<file path="config.mk">
export PLATFORM = sky130hd
export DESIGN_NAME = smc_lite
export DESIGN_NICKNAME = d
export VERILOG_FILES = /design/src/smc_pkg.sv /design/src/smc_ahb_if.sv /design/src/smc_state.sv /design/src/smc_addr.sv /design/src/smc_strobe.sv /design/src/smc_lite.sv
export SDC_FILE = /design/constraint.sdc
export NUM_CORES = 1
export LEC_CHECK = 0
export BUFFER_PORTS_ARGS = -buffer_cell sky130_fd_sc_hd__buf_2
export CELL_PAD_IN_SITES_DETAIL_PLACEMENT = 1
export CELL_PAD_IN_SITES_GLOBAL_PLACEMENT = 2
export CORE_MARGIN = 10
export CORE_UTILIZATION = 26
export CTS_CLUSTER_DIAMETER = 40
export DETAILED_ROUTE_END_ITERATION = 8
export GPL_TIMING_DRIVEN = 0
export PLACE_DENSITY_LB_ADDON = 0.12
export REMOVE_ABC_BUFFERS = 1
export SYNTH_ARGS = -nofsm -noshare
export SYNTH_HDL_FRONTEND = slang
export SYNTH_SLANG_ARGS = --single-unit
</file>
<file path="constraint.sdc">
create_clock -name hclk -period 3.22 [get_ports hclk]
set_input_delay 0.644 -clock hclk [delete_from_list [all_inputs] [get_ports hclk]]
set_output_delay 0.644 -clock hclk [all_outputs]
set_load 0.005 [all_outputs]
</file>
<file path="src/smc_pkg.sv">
// Shared definitions for the static memory controller
// Bus widths and byte lane count
// Timing counter width
// AHB-Lite transfer, size and response codes
// External cycle state encoding

package smc_pkg;

  //--------------------------------------------------------------------------
  // Widths
  //--------------------------------------------------------------------------
  parameter int ADDR_W    = 32;   // AHB and memory address
  parameter int DATA_W    = 32;   // Data bus
  parameter int NUM_LANES = 4;    // Byte lanes on the data bus
  parameter int CNT_W     = 8;    // Bounds every timing parameter

  //--------------------------------------------------------------------------
  // AHB-Lite codes
  //--------------------------------------------------------------------------
  parameter logic [1:0] HTRANS_IDLE   = 2'b00;
  parameter logic [1:0] HTRANS_BUSY   = 2'b01;
  parameter logic [1:0] HTRANS_NONSEQ = 2'b10;
  parameter logic [1:0] HTRANS_SEQ    = 2'b11;

  parameter logic [2:0] HSIZE_BYTE = 3'b000;
  parameter logic [2:0] HSIZE_HALF = 3'b001;
  parameter logic [2:0] HSIZE_WORD = 3'b010;   // Larger sizes handled as word

  parameter logic [1:0] HRESP_OKAY = 2'b00;    // Only response ever given

  // External cycle phases
  typedef enum logic [1:0] {
    ST_IDLE   = 2'b00,   // Waiting for an accepted transfer
    ST_CSLE   = 2'b01,   // Chip select lead time
    ST_STROBE = 2'b10,   // Strobe active plus wait states
    ST_CSTE   = 2'b11    // Chip select trail, bus float
  } smc_state_t;

endpackage

</file>
<file path="src/smc_ahb_if.sv">
// AHB-Lite slave side of the memory controller
// Transfer qualification and acceptance
// Direction register and write data capture
// Read data holding register, ready and response

`timescale 1ns/10ps

module smc_ahb_if (
  input  logic                       hclk,
  input  logic                       rst_n,
  input  logic                       hsel,
  input  logic [1:0]                 htrans,
  input  logic                       hwrite,
  input  logic [smc_pkg::DATA_W-1:0] hwdata,
  input  logic                       hready,
  input  logic [smc_pkg::DATA_W-1:0] data_smc,     // Read data from memory
  input  smc_pkg::smc_state_t        state,
  input  logic                       latch_data,   // Last strobe cycle of a read
  output logic                       new_access,
  output logic                       access_write,
  output logic [smc_pkg::DATA_W-1:0] smc_data,     // Write data to memory
  output logic [smc_pkg::DATA_W-1:0] smc_hrdata,
  output logic                       smc_hready,
  output logic [1:0]                 smc_hresp
);

  logic idle;          // No external cycle running
  logic xfer_valid;    // NONSEQ or SEQ on the bus
  logic write_q;       // Direction of the last accepted transfer
  logic wdata_phase;   // First data phase cycle of a write

  //--------------------------------------------------------------------------
  // Acceptance
  //--------------------------------------------------------------------------
  assign idle       = (state == smc_pkg::ST_IDLE);
  assign xfer_valid = (htrans == smc_pkg::HTRANS_NONSEQ) ||
                      (htrans == smc_pkg::HTRANS_SEQ);

  // BUSY and IDLE are ignored, as is anything while a cycle runs
  assign new_access = hsel && hready && xfer_valid && idle;

  // Bypass during acceptance so the strobe registers see the
  // direction at the accepting edge
  assign access_write = new_access ? hwrite : write_q;

  always_ff @(posedge hclk or negedge rst_n) begin
    if (!rst_n) begin
      write_q     <= 1'b0;
      wdata_phase <= 1'b0;
    end else begin
      if (new_access) begin
        write_q <= hwrite;
      end
      wdata_phase <= new_access && hwrite;   // One cycle pulse
    end
  end

  //--------------------------------------------------------------------------
  // Data paths
  //--------------------------------------------------------------------------
  // hwdata is valid in the first data phase cycle, before any strobe
  always_ff @(posedge hclk) begin
    if (wdata_phase) begin
      smc_data <= hwdata;
    end
  end

  // Held until the next read completes
  always_ff @(posedge hclk) begin
    if (latch_data) begin
      smc_hrdata <= data_smc;
    end
  end

  //--------------------------------------------------------------------------
  // Handshake
  //--------------------------------------------------------------------------
  assign smc_hready = idle;                  // Data phase ends on return to idle
  assign smc_hresp  = smc_pkg::HRESP_OKAY;   // No error responses

endmodule

</file>
<file path="src/smc_state.sv">
// External cycle state machine
// Idle, chip select lead, strobe with wait states, chip select trail
// Single down-counter paces every phase
// Read data latch pulse in the last strobe cycle

`timescale 1ns/10ps

module smc_state #(
  parameter int CSLE_CYCLES = 1,
  parameter int WS_CYCLES   = 2,
  parameter int CSTE_CYCLES = 1
) (
  input  logic                hclk,
  input  logic                rst_n,
  input  logic                new_access,
  input  logic                access_write,
  output smc_pkg::smc_state_t state,
  output smc_pkg::smc_state_t next_state,
  output logic                latch_data
);

  localparam int CW = smc_pkg::CNT_W;

  // Counter reload values, the counter runs down to zero in each phase
  localparam logic [CW-1:0] CSLE_LOAD = CW'(CSLE_CYCLES - 1);
  localparam logic [CW-1:0] WS_LOAD   = CW'(WS_CYCLES);
  localparam logic [CW-1:0] CSTE_LOAD = CW'(CSTE_CYCLES - 1);
  localparam bit            SKIP_CSTE = (CSTE_CYCLES == 0);

  logic [CW-1:0] cnt;        // Cycles left in the current phase
  logic [CW-1:0] cnt_next;
  logic          cnt_zero;   // Last cycle of the phase

  assign cnt_zero = (cnt == '0);

  //--------------------------------------------------------------------------
  // Next state and counter
  //--------------------------------------------------------------------------
  always_comb begin
    next_state = state;
    cnt_next   = cnt;
    case (state)
      smc_pkg::ST_IDLE: begin
        if (new_access) begin
          next_state = smc_pkg::ST_CSLE;
          cnt_next   = CSLE_LOAD;
        end
      end
      smc_pkg::ST_CSLE: begin
        if (cnt_zero) begin
          next_state = smc_pkg::ST_STROBE;
          cnt_next   = WS_LOAD;           // WS wait states plus one
        end else begin
          cnt_next = cnt - 1'b1;
        end
      end
      smc_pkg::ST_STROBE: begin
        if (cnt_zero) begin
          if (SKIP_CSTE) begin
            next_state = smc_pkg::ST_IDLE;   // No bus float time
          end else begin
            next_state = smc_pkg::ST_CSTE;
            cnt_next   = CSTE_LOAD;
          end
        end else begin
          cnt_next = cnt - 1'b1;
        end
      end
      smc_pkg::ST_CSTE: begin
        if (cnt_zero) begin
          next_state = smc_pkg::ST_IDLE;
        end else begin
          cnt_next = cnt - 1'b1;
        end
      end
      default: begin
        next_state = smc_pkg::ST_IDLE;
        cnt_next   = '0;
      end
    endcase
  end

  //--------------------------------------------------------------------------
  // State registers
  //--------------------------------------------------------------------------
  always_ff @(posedge hclk or negedge rst_n) begin
    if (!rst_n) begin
      state <= smc_pkg::ST_IDLE;
      cnt   <= '0;
    end else begin
      state <= next_state;
      cnt   <= cnt_next;
    end
  end

  // Memory data is sampled at the edge that ends the strobe
  assign latch_data = (state == smc_pkg::ST_STROBE) && cnt_zero && !access_write;

endmodule

</file>
<file path="src/smc_addr.sv">
// Address generation for the external memory
// Address register and little-endian byte lane decode
// Byte enables and chip select from the current state

`timescale 1ns/10ps

module smc_addr (
  input  logic                          hclk,
  input  logic                          rst_n,
  input  logic                          new_access,
  input  logic [smc_pkg::ADDR_W-1:0]    haddr,
  input  logic [2:0]                    hsize,
  input  smc_pkg::smc_state_t           state,
  output logic [smc_pkg::ADDR_W-1:0]    smc_addr,
  output logic [smc_pkg::NUM_LANES-1:0] lane_en,
  output logic [smc_pkg::NUM_LANES-1:0] smc_n_be,
  output logic                          smc_n_cs
);

  logic [smc_pkg::NUM_LANES-1:0] lane_dec;   // Lanes of the bus transfer
  logic                          cs_active;  // Lead or strobe phase

  // Lane mask from size and low address bits
  always_comb begin
    case (hsize)
      smc_pkg::HSIZE_BYTE: lane_dec = 4'b0001 << haddr[1:0];
      smc_pkg::HSIZE_HALF: lane_dec = haddr[1] ? 4'b1100 : 4'b0011;
      default:             lane_dec = 4'b1111;   // Word and above
    endcase
  end

  always_ff @(posedge hclk) begin
    if (new_access) begin
      smc_addr <= haddr;
    end
  end

  always_ff @(posedge hclk or negedge rst_n) begin
    if (!rst_n) begin
      lane_en <= '0;
    end else if (new_access) begin
      lane_en <= lane_dec;
    end
  end

  // Select follows the state directly
  assign cs_active = (state == smc_pkg::ST_CSLE) || (state == smc_pkg::ST_STROBE);
  assign smc_n_cs  = !cs_active;
  assign smc_n_be  = cs_active ? ~lane_en : '1;   // Inactive outside the window

endmodule

</file>
<file path="src/smc_strobe.sv">
// Strobe generation for the external memory
// Read strobe, write enable and per-lane write strobes
// Write data output enable and busy flag
// All registered from the next state, so they switch with the state

`timescale 1ns/10ps

module smc_strobe (
  input  logic                          hclk,
  input  logic                          rst_n,
  input  smc_pkg::smc_state_t           next_state,
  input  logic                          access_write,
  input  logic [smc_pkg::NUM_LANES-1:0] lane_en,
  output logic                          smc_n_rd,
  output logic                          smc_n_wr,
  output logic [smc_pkg::NUM_LANES-1:0] smc_n_we,
  output logic                          smc_n_ext_oe,
  output logic                          smc_busy
);

  logic nxt_strobe;   // Next cycle is in the strobe phase
  logic nxt_cs;       // Next cycle has chip select active
  logic nxt_rd;
  logic nxt_wr;

  assign nxt_strobe = (next_state == smc_pkg::ST_STROBE);
  assign nxt_cs     = (next_state == smc_pkg::ST_CSLE) || nxt_strobe;
  assign nxt_rd     = nxt_strobe && !access_write;
  assign nxt_wr     = nxt_strobe && access_write;

  //--------------------------------------------------------------------------
  // Registered strobes, glitch free at the pins
  //--------------------------------------------------------------------------
  always_ff @(posedge hclk or negedge rst_n) begin
    if (!rst_n) begin
      smc_n_rd     <= 1'b1;
      smc_n_wr     <= 1'b1;
      smc_n_we     <= '1;
      smc_n_ext_oe <= 1'b1;
      smc_busy     <= 1'b0;
    end else begin
      smc_n_rd <= !nxt_rd;
      smc_n_wr <= !nxt_wr;
      // Only the lanes of the transfer get a write strobe
      smc_n_we <= nxt_wr ? ~lane_en : '1;
      // Drive write data for the whole chip select window
      smc_n_ext_oe <= !(nxt_cs && access_write);
      smc_busy     <= (next_state != smc_pkg::ST_IDLE);
    end
  end

endmodule

</file>
<file path="src/smc_lite.sv">
// Static memory controller top level
// AHB-Lite slave in, one 32-bit external memory bank out
// Sets the lead, wait and trail timing of the external cycle

`timescale 1ns/10ps

module smc_lite #(
  parameter int CSLE_CYCLES = 1,   // Lead cycles, at least 1
  parameter int WS_CYCLES   = 2,   // Wait states
  parameter int CSTE_CYCLES = 1    // Trail cycles, 0 skips the phase
) (
  input  logic                         hclk,
  input  logic                         rst_n,
  // AHB-Lite slave
  input  logic                         hsel,
  input  logic [smc_pkg::ADDR_W-1:0]   haddr,
  input  logic [1:0]                   htrans,
  input  logic                         hwrite,
  input  logic [2:0]                   hsize,
  input  logic [smc_pkg::DATA_W-1:0]   hwdata,
  input  logic                         hready,
  output logic [smc_pkg::DATA_W-1:0]   smc_hrdata,
  output logic                         smc_hready,
  output logic [1:0]                   smc_hresp,
  // External memory
  input  logic [smc_pkg::DATA_W-1:0]   data_smc,
  output logic [smc_pkg::ADDR_W-1:0]   smc_addr,
  output logic [smc_pkg::DATA_W-1:0]   smc_data,
  output logic [smc_pkg::NUM_LANES-1:0] smc_n_be,
  output logic                         smc_n_cs,
  output logic [smc_pkg::NUM_LANES-1:0] smc_n_we,
  output logic                         smc_n_wr,
  output logic                         smc_n_rd,
  output logic                         smc_n_ext_oe,
  output logic                         smc_busy
);

  logic                          new_access;    // Transfer accepted this cycle
  logic                          access_write;  // Direction of current access
  logic                          latch_data;    // Capture read data
  smc_pkg::smc_state_t           state;
  smc_pkg::smc_state_t           next_state;
  logic [smc_pkg::NUM_LANES-1:0] lane_en;       // Active byte lanes

  smc_ahb_if i_ahb_if (
    .hclk         (hclk),
    .rst_n        (rst_n),
    .hsel         (hsel),
    .htrans       (htrans),
    .hwrite       (hwrite),
    .hwdata       (hwdata),
    .hready       (hready),
    .data_smc     (data_smc),
    .state        (state),
    .latch_data   (latch_data),
    .new_access   (new_access),
    .access_write (access_write),
    .smc_data     (smc_data),
    .smc_hrdata   (smc_hrdata),
    .smc_hready   (smc_hready),
    .smc_hresp    (smc_hresp)
  );

  smc_state #(
    .CSLE_CYCLES (CSLE_CYCLES),
    .WS_CYCLES   (WS_CYCLES),
    .CSTE_CYCLES (CSTE_CYCLES)
  ) i_state (
    .hclk         (hclk),
    .rst_n        (rst_n),
    .new_access   (new_access),
    .access_write (access_write),
    .state        (state),
    .next_state   (next_state),
    .latch_data   (latch_data)
  );

  // Address and size go straight from the bus to the address block
  smc_addr i_addr (
    .hclk       (hclk),
    .rst_n      (rst_n),
    .new_access (new_access),
    .haddr      (haddr),
    .hsize      (hsize),
    .state      (state),
    .smc_addr   (smc_addr),
    .lane_en    (lane_en),
    .smc_n_be   (smc_n_be),
    .smc_n_cs   (smc_n_cs)
  );

  smc_strobe i_strobe (
    .hclk         (hclk),
    .rst_n        (rst_n),
    .next_state   (next_state),
    .access_write (access_write),
    .lane_en      (lane_en),
    .smc_n_rd     (smc_n_rd),
    .smc_n_wr     (smc_n_wr),
    .smc_n_we     (smc_n_we),
    .smc_n_ext_oe (smc_n_ext_oe),
    .smc_busy     (smc_busy)
  );

endmodule

</file>
# Word-level counts from Yosys, hierarchy flattened
# Cells that the tools add are included.
word_totals:
  reg_bits: 120
  in_bits: 106
  out_inout_bits: 112
  word_cells: 63
op_classes:
  addsub: 1
  eq_ne: 10
  n_shift: 1
  mux: 15
  bitwise: 1
  n_reduce_logical: 22
ops:
  columns: ["cell", "n"]
  rows:
  - ["8-bit 2-to-1 mux", 4]
  - ["8-bit one-hot mux with 4 select lines", 1]
  - ["4-bit 2-to-1 mux", 3]
  - ["2-bit equality test, second input constant", 5]
  - ["1-bit logical AND", 9]
  - ["8-bit logical NOT", 1]
  - ["2-bit 2-to-1 mux", 4]
  - ["2-bit one-hot mux with 4 select lines", 1]
  - ["4-bit one-hot mux with 2 select lines", 1]
  - ["8-bit by 1-bit subtractor with 8-bit output, second input constant", 1]
  - ["1-bit logical NOT", 5]
  - ["2-bit by 1-bit equality test with 1-bit output, second input constant", 2]
  - ["4-bit NOT", 1]
  - ["1-bit by 2-bit left shift with 4-bit output, first input constant", 1]
  - ["3-bit by 1-bit equality test with 1-bit output, second input constant", 1]
  - ["3-bit logical NOT", 1]
  - ["1-bit logical OR", 3]
  - ["2-bit logical NOT", 1]
  - ["2-bit by 1-bit inequality test with 1-bit output, second input constant", 1]
  - ["2-bit inequality test, second input constant", 1]
  - ["2-bit AND reduction", 1]
  - ["2-bit nonzero test", 1]
  - ["1-bit 2-to-1 mux", 1]

# Logic depth before layout (Yosys ltp)
logic_depth:
  ltp_word: 10
  mapped_depth: 10
  ltp_nobuf: 10

# Hierarchy
# From an unflattened synthesis, not the netlist that was laid out.
unflattened:
  hier_cells: 211
  hier_area_um2: 4095.2
by_module_without_submodules:
  columns: ["mod", "n_inst", "cells_each", "area_per_inst_um2", "seq_area_each_um2"]
  rows:
  - ["smc_ahb_if", 1, 75, 2035.7, 1971.9]
  - ["smc_addr", 1, 55, 1169.9, 1061.0]
  - ["smc_state", 1, 61, 610.6, 250.2]
  - ["smc_strobe", 1, 20, 279.0, 209.0]

# Worst setup path after synthesis
# OpenSTA, ideal clock, no wires.
synth_path:
  kind: "register to register"
  startpoint: "register i_state.state[0]"
  endpoint: "register i_strobe.smc_n_ext_oe"
  setup_time_ns: 0.084
  t_arrival_ns: 3.032
  slack_ns: 0.104
  path_stages_with_launch: 10
  synth_period_minus_slack_ns: 3.116
  cell_sequence: "dfrtp_1 > inv_1 > ha_1 > nand4_1 > inv_2 > clkbuf_1 > o21ai_0 > o31a_1 > ha_1 > or2_2"
synth_between:
  elab_chain_len: 8
  word_cells_on_any_way: 16
synth_rtl:
  columns: ["item", "line", "text"]
  rows:
  - ["start, declared", "smc_state.sv:17", "output smc_pkg::smc_state_t state,"]
  - ["start signal, assigned", "smc_state.sv:88", "state <= smc_pkg::ST_IDLE;"]
  - ["start signal, assigned", "smc_state.sv:91", "state <= next_state;"]
  - ["2-bit logical NOT (*)", "smc_ahb_if.sv:35", "assign idle = (state == smc_pkg::ST_IDLE);"]
  - ["via smc_hready", "smc_lite.sv:23", "output logic smc_hready,"]
  - ["1-bit logical AND (*)", "smc_ahb_if.sv:40", "assign new_access = hsel && hready && xfer_valid && idle;"]
  - ["via i_addr.new_access", "smc_addr.sv:10", "input logic new_access,"]
  - ["2-bit 2-to-1 mux", "smc_state.sv:44", "if (new_access) begin"]
  - ["2-bit one-hot mux with 4 select lines", "smc_state.sv:42", "case (state)"]
  - ["2-bit by 1-bit equality test with 1-bit output / 2-bit equality test (equally long branches)", "smc_strobe.sv:27, smc_strobe.sv:26", null]
  - ["1-bit logical OR", "smc_strobe.sv:27", "assign nxt_cs = (next_state == smc_pkg::ST_CSLE) || nxt_strobe;"]
  - ["1-bit logical AND (*)", "smc_strobe.sv:47", "smc_n_ext_oe <= !(nxt_cs && access_write);"]
  - ["1-bit logical NOT (*)", "smc_strobe.sv:47", null]
  - ["end signal, assigned", "smc_strobe.sv:47", null]
  - ["end, declared", "smc_strobe.sv:17", "output logic smc_n_ext_oe,"]
# The timed path passes the listed nets; every way through them passes the cells marked *.
# A chain may end at the register's enable or synchronous reset.

# Worst setup path after layout
layout_path:
  startpoint: "register i_state.state[0]"
  endpoint: "register i_strobe.smc_n_we[1] (netlist bit)"
layout_between:
  elab_chain_len: 7
  word_cells_on_any_way: 14
layout_rtl:
  columns: ["item", "line", "text"]
  rows:
  - ["2-bit logical NOT", "smc_ahb_if.sv:35, smc_state.sv:42", null]
  - ["1-bit logical AND", "smc_ahb_if.sv:40", null]
  - ["2-bit 2-to-1 mux", "smc_state.sv:44", null]
  - ["2-bit one-hot mux with 4 select lines (*)", "smc_state.sv:42", null]
  - ["via i_state.next_state[1]", "smc_state.sv:18", "output smc_pkg::smc_state_t next_state,"]
  - ["2-bit equality test (*)", "smc_strobe.sv:26", "assign nxt_strobe = (next_state == smc_pkg::ST_STROBE);"]
  - ["1-bit logical AND (*)", "smc_strobe.sv:29", "assign nxt_wr = nxt_strobe && access_write;"]
  - ["4-bit 2-to-1 mux (*)", "smc_strobe.sv:45", "smc_n_we <= nxt_wr ? ~lane_en : '1;"]
  - ["end signal, assigned", "smc_strobe.sv:45", null]
  - ["end, declared", "smc_strobe.sv:16", "output logic [smc_pkg::NUM_LANES-1:0] smc_n_we,"]
# Marked as above.

==> impl_metrics.env <==
export IMPL_status="finished, final reports clean"
export IMPL_firstDrtPassIters=5
export IMPL_async_flop_share_pct=20.0
export IMPL_critPathArrivalTime_ns=3.13
export IMPL_die_w_um=147
export IMPL_cts_buffers=17
export IMPL_htree_levels=4
export IMPL_antenna_found_initial=1
export IMPL_drt_vias_per_instance=4.15
export IMPL_syn_to_final_growth_pct=44.6
export IMPL_cp_required_ns=3.54
export IMPL_fin_ws_ns=0.409
export IMPL_regArea_mm2=0.00349
export IMPL_ir_drop_mv=0.429
export IMPL_clock_sinks=120
export IMPL_ant_nets=0
export IMPL_min_period_over_period_pct=87.3
export IMPL_fin_nets=574
export IMPL_rr_worst_depth=10
export IMPL_clk_pin_slew_ns=0.05
export IMPL_routed_wl_mm=13.4
export IMPL_clk_latency_ns=0.41
export IMPL_hold_path_class="input port to asynchronous set/reset pin"
export IMPL_drc=0
export IMPL_fmax_mhz=356
export IMPL_p_leak_nw=2.56
export IMPL_dp_hpwl_mm=10.5
export IMPL_die_area_mm2=0.0217
export IMPL_gp_congestion=0.701
export IMPL_cts_root_buffer="clkbuf_16"
export IMPL_numPortBuffers=214
export IMPL_yosysWarnings=0
export IMPL_drive_gt1_share_pct=55.7
export IMPL_synth_edf_count=96
export IMPL_cts_tree="done"
export IMPL_clockBufferDepth=2
export IMPL_grt_overflow=0
export IMPL_worstMarginPinSlew_ns=1.28
export IMPL_grt_usage_pct=12.1
export IMPL_cp_max_fo=42
export IMPL_holdWs_ns=0.235
export IMPL_place_ws_ns=0.206
export IMPL_row_count=46
export IMPL_syn_cell_area_mm2=0.00422
export IMPL_die_h_um=147
export IMPL_fillers=1731
export IMPL_slew_headroom_pct=14.5
export IMPL_slew_viol_final=0
export IMPL_multi_input_area_um2=672
export IMPL_vias=2862
export IMPL_finalCriticalPeriod_ns=2.81
export IMPL_synth_flop_cell="edfxtp_1"
export IMPL_startpoint_type="flip-flop"
export IMPL_grt_pass1_vias=3068
export IMPL_placed_area_mm2=0.00554
export IMPL_cts_hold_buffers=0
export IMPL_ys_seq_area_share_pct=82.7
export IMPL_cap_violations=0
export IMPL_setup_violations=0
export IMPL_cp_end_kind="flip-flop"
export IMPL_core_area_mm2=0.0159
export IMPL_wl_per_cell_um=19.4
export IMPL_hold_viol=0
export IMPL_yosys_register_bits=120
export IMPL_clock_skew_final_ns=0.00503
export IMPL_pwr_density_cell_mw_per_mm2=834
export IMPL_grt_pass1_wl_mm=19.5
export IMPL_postLayoutCoreUtil_pct=38.5
export IMPL_grt_max_degree=43
export IMPL_yosysUniqueCellTypes=47
export IMPL_rsz0062_at_grt="false"
export IMPL_synthCells=231
export IMPL_pin_count=218
export IMPL_syn_area_per_cell_um2=18.3
export IMPL_worstSetupPathType="flip-flop to flip-flop"
export IMPL_drtIter0Drc=160
export IMPL_final_area_mm2=0.00611
export IMPL_fin_setup_tns_ns=0
export IMPL_start_util_pct=26.6
==> state kept, by name, summed over array words and instances, names as in the netlist <==
| signal | flops |
|---|---|
| i_ahb_if.write_q | 1 |
| i_strobe.smc_busy | 1 |
| i_strobe.smc_n_we | 4 |
| i_addr.lane_en | 4 |
| i_ahb_if.wdata_phase | 1 |
| i_ahb_if.smc_data | 32 |
| i_state.state | 2 |
| i_ahb_if.smc_hrdata | 32 |
| i_strobe.smc_n_wr | 1 |
| i_strobe.smc_n_ext_oe | 1 |
| i_addr.smc_addr | 32 |
| i_state.cnt | 8 |
| i_strobe.smc_n_rd | 1 |
==> Yosys cell counts (all sizes together), types with 3 or more instances <==
| cell type | number | share of area, % |
|---|---|---|
| edfxtp | 96 | 68 |
| dfrtp | 17 | 10 |
| nand2 | 14 | 1.2 |
| nor2 | 13 | 1.2 |
| inv | 10 | 0.89 |
| ha | 8 | 2.4 |
| dfstp | 7 | 4.4 |
| nand2b | 4 | 0.59 |
| nand3 | 4 | 0.47 |
| o21ai | 4 | 0.47 |
| or2 | 4 | 0.59 |
| a31oi | 3 | 0.44 |
| and3 | 3 | 0.44 |
| buf | 3 | 0.47 |
| nor2b | 3 | 0.44 |
| nor3 | 3 | 0.36 |
| or3 | 3 | 0.68 |
==> metal layers <==
metal	up-vias	wire length, um	GRT usage [%]
li1	1331	-	-
met1	1369	5500	13.0
met2	149	6550	20.3
met3	13	1100	5.83
met4	0	205	4.51
met5	-	0	0
==> report_power, final <==
part / switching [W] / total, W / internal (W)
clock network: 0.000664 / 0.00179 / 0.00113
registers: 0.000130 / 0.00210 / 0.00197
logic: 0.000693 / 0.00120 / 0.000506
total: 0.00149 / 0.00509 / 0.00361
==> logic make-up after synthesis <==
family,Yosys count,share of synthesized area [%]
AO/OA/AOI/OAI,25,4.59
adder cells (fa/ha/maj),8,2.37
buffers and inverters,15,1.54
flip-flops,120,82.7
multiplexers,2,0.474
other,1,0.0888
AND/OR/NAND/NOR,60,8.26
==> path summary, 6_finish.rpt <==
path	from	endpoint	slack, ns
max	i_state.state[0]	i_strobe.smc_n_we[1]	0.41
min	rst_n	i_state.cnt[3]	0.23
max reg2reg	i_state.state[0]	i_strobe.smc_n_we[1]	0.41
min reg2reg	i_addr.lane_en[2]	i_strobe.smc_n_we[2]	0.43
max in group asynchronous	rst_n	i_state.cnt[7]	2.59
min in group hclk	haddr[18]	i_addr.smc_addr[18]	0.41
==> worst max-delay path, cell delays in order, from the launching register on <==
cell	delay [ns]
dfrtp_1	0.42
inv_1	0.11
ha_1	0.27
nand4_1	0.26
inv_4	0.26
a21oi_1	0.25
nor2b_1	0.08
nor3_1	0.33
ha_1	0.24
nor2b_1	0.38
nand2_1	0.10
==> metrics by stage <==
step | total power, W | instances
after global placement | 0.00335 | 657
after global routing | 0.00543 | 689
after CTS | 0.00519 | 688
after detailed placement | 0.00336 | 657
after floorplan | 0.00282 | 227
final | 0.00509 | 689
==> final cells by class <==
class / instances / share of cell area, %
clock buffers: 18 / 7.03
clock inverters: 13 / 2.15
repair buffers: 214 / 17.5
well taps: 216 / 4.42
diodes: 1 / 0.0410
multi-input cells: 97 / 11.0
flip-flops and latches: 120 / 57.2
inverters: 10 / 0.655
==> timing repair <==
action | in CTS | in global routing
setup endpoints to repair | 0 | 6
buffers inserted | 0 | 0
gates resized for setup | 0 | 2
==> layout by cell type, fill, tap and decap left out, types with 4 or more instances in the layout <==
cell type / instances
buf_2: 214
clkbuf_16: 17
clkinv_2: 4
clkinvlp_4: 4
dfrtp_1: 17
dfstp_2: 7
edfxtp_1: 96
ha_1: 8
inv_1: 9
nand2_1: 14
nand2b_1: 4
nand3_1: 4
nor2_1: 13
o21ai_0: 4
or2_2: 4
Note: power is estimated with default switching activity, not from simulation.
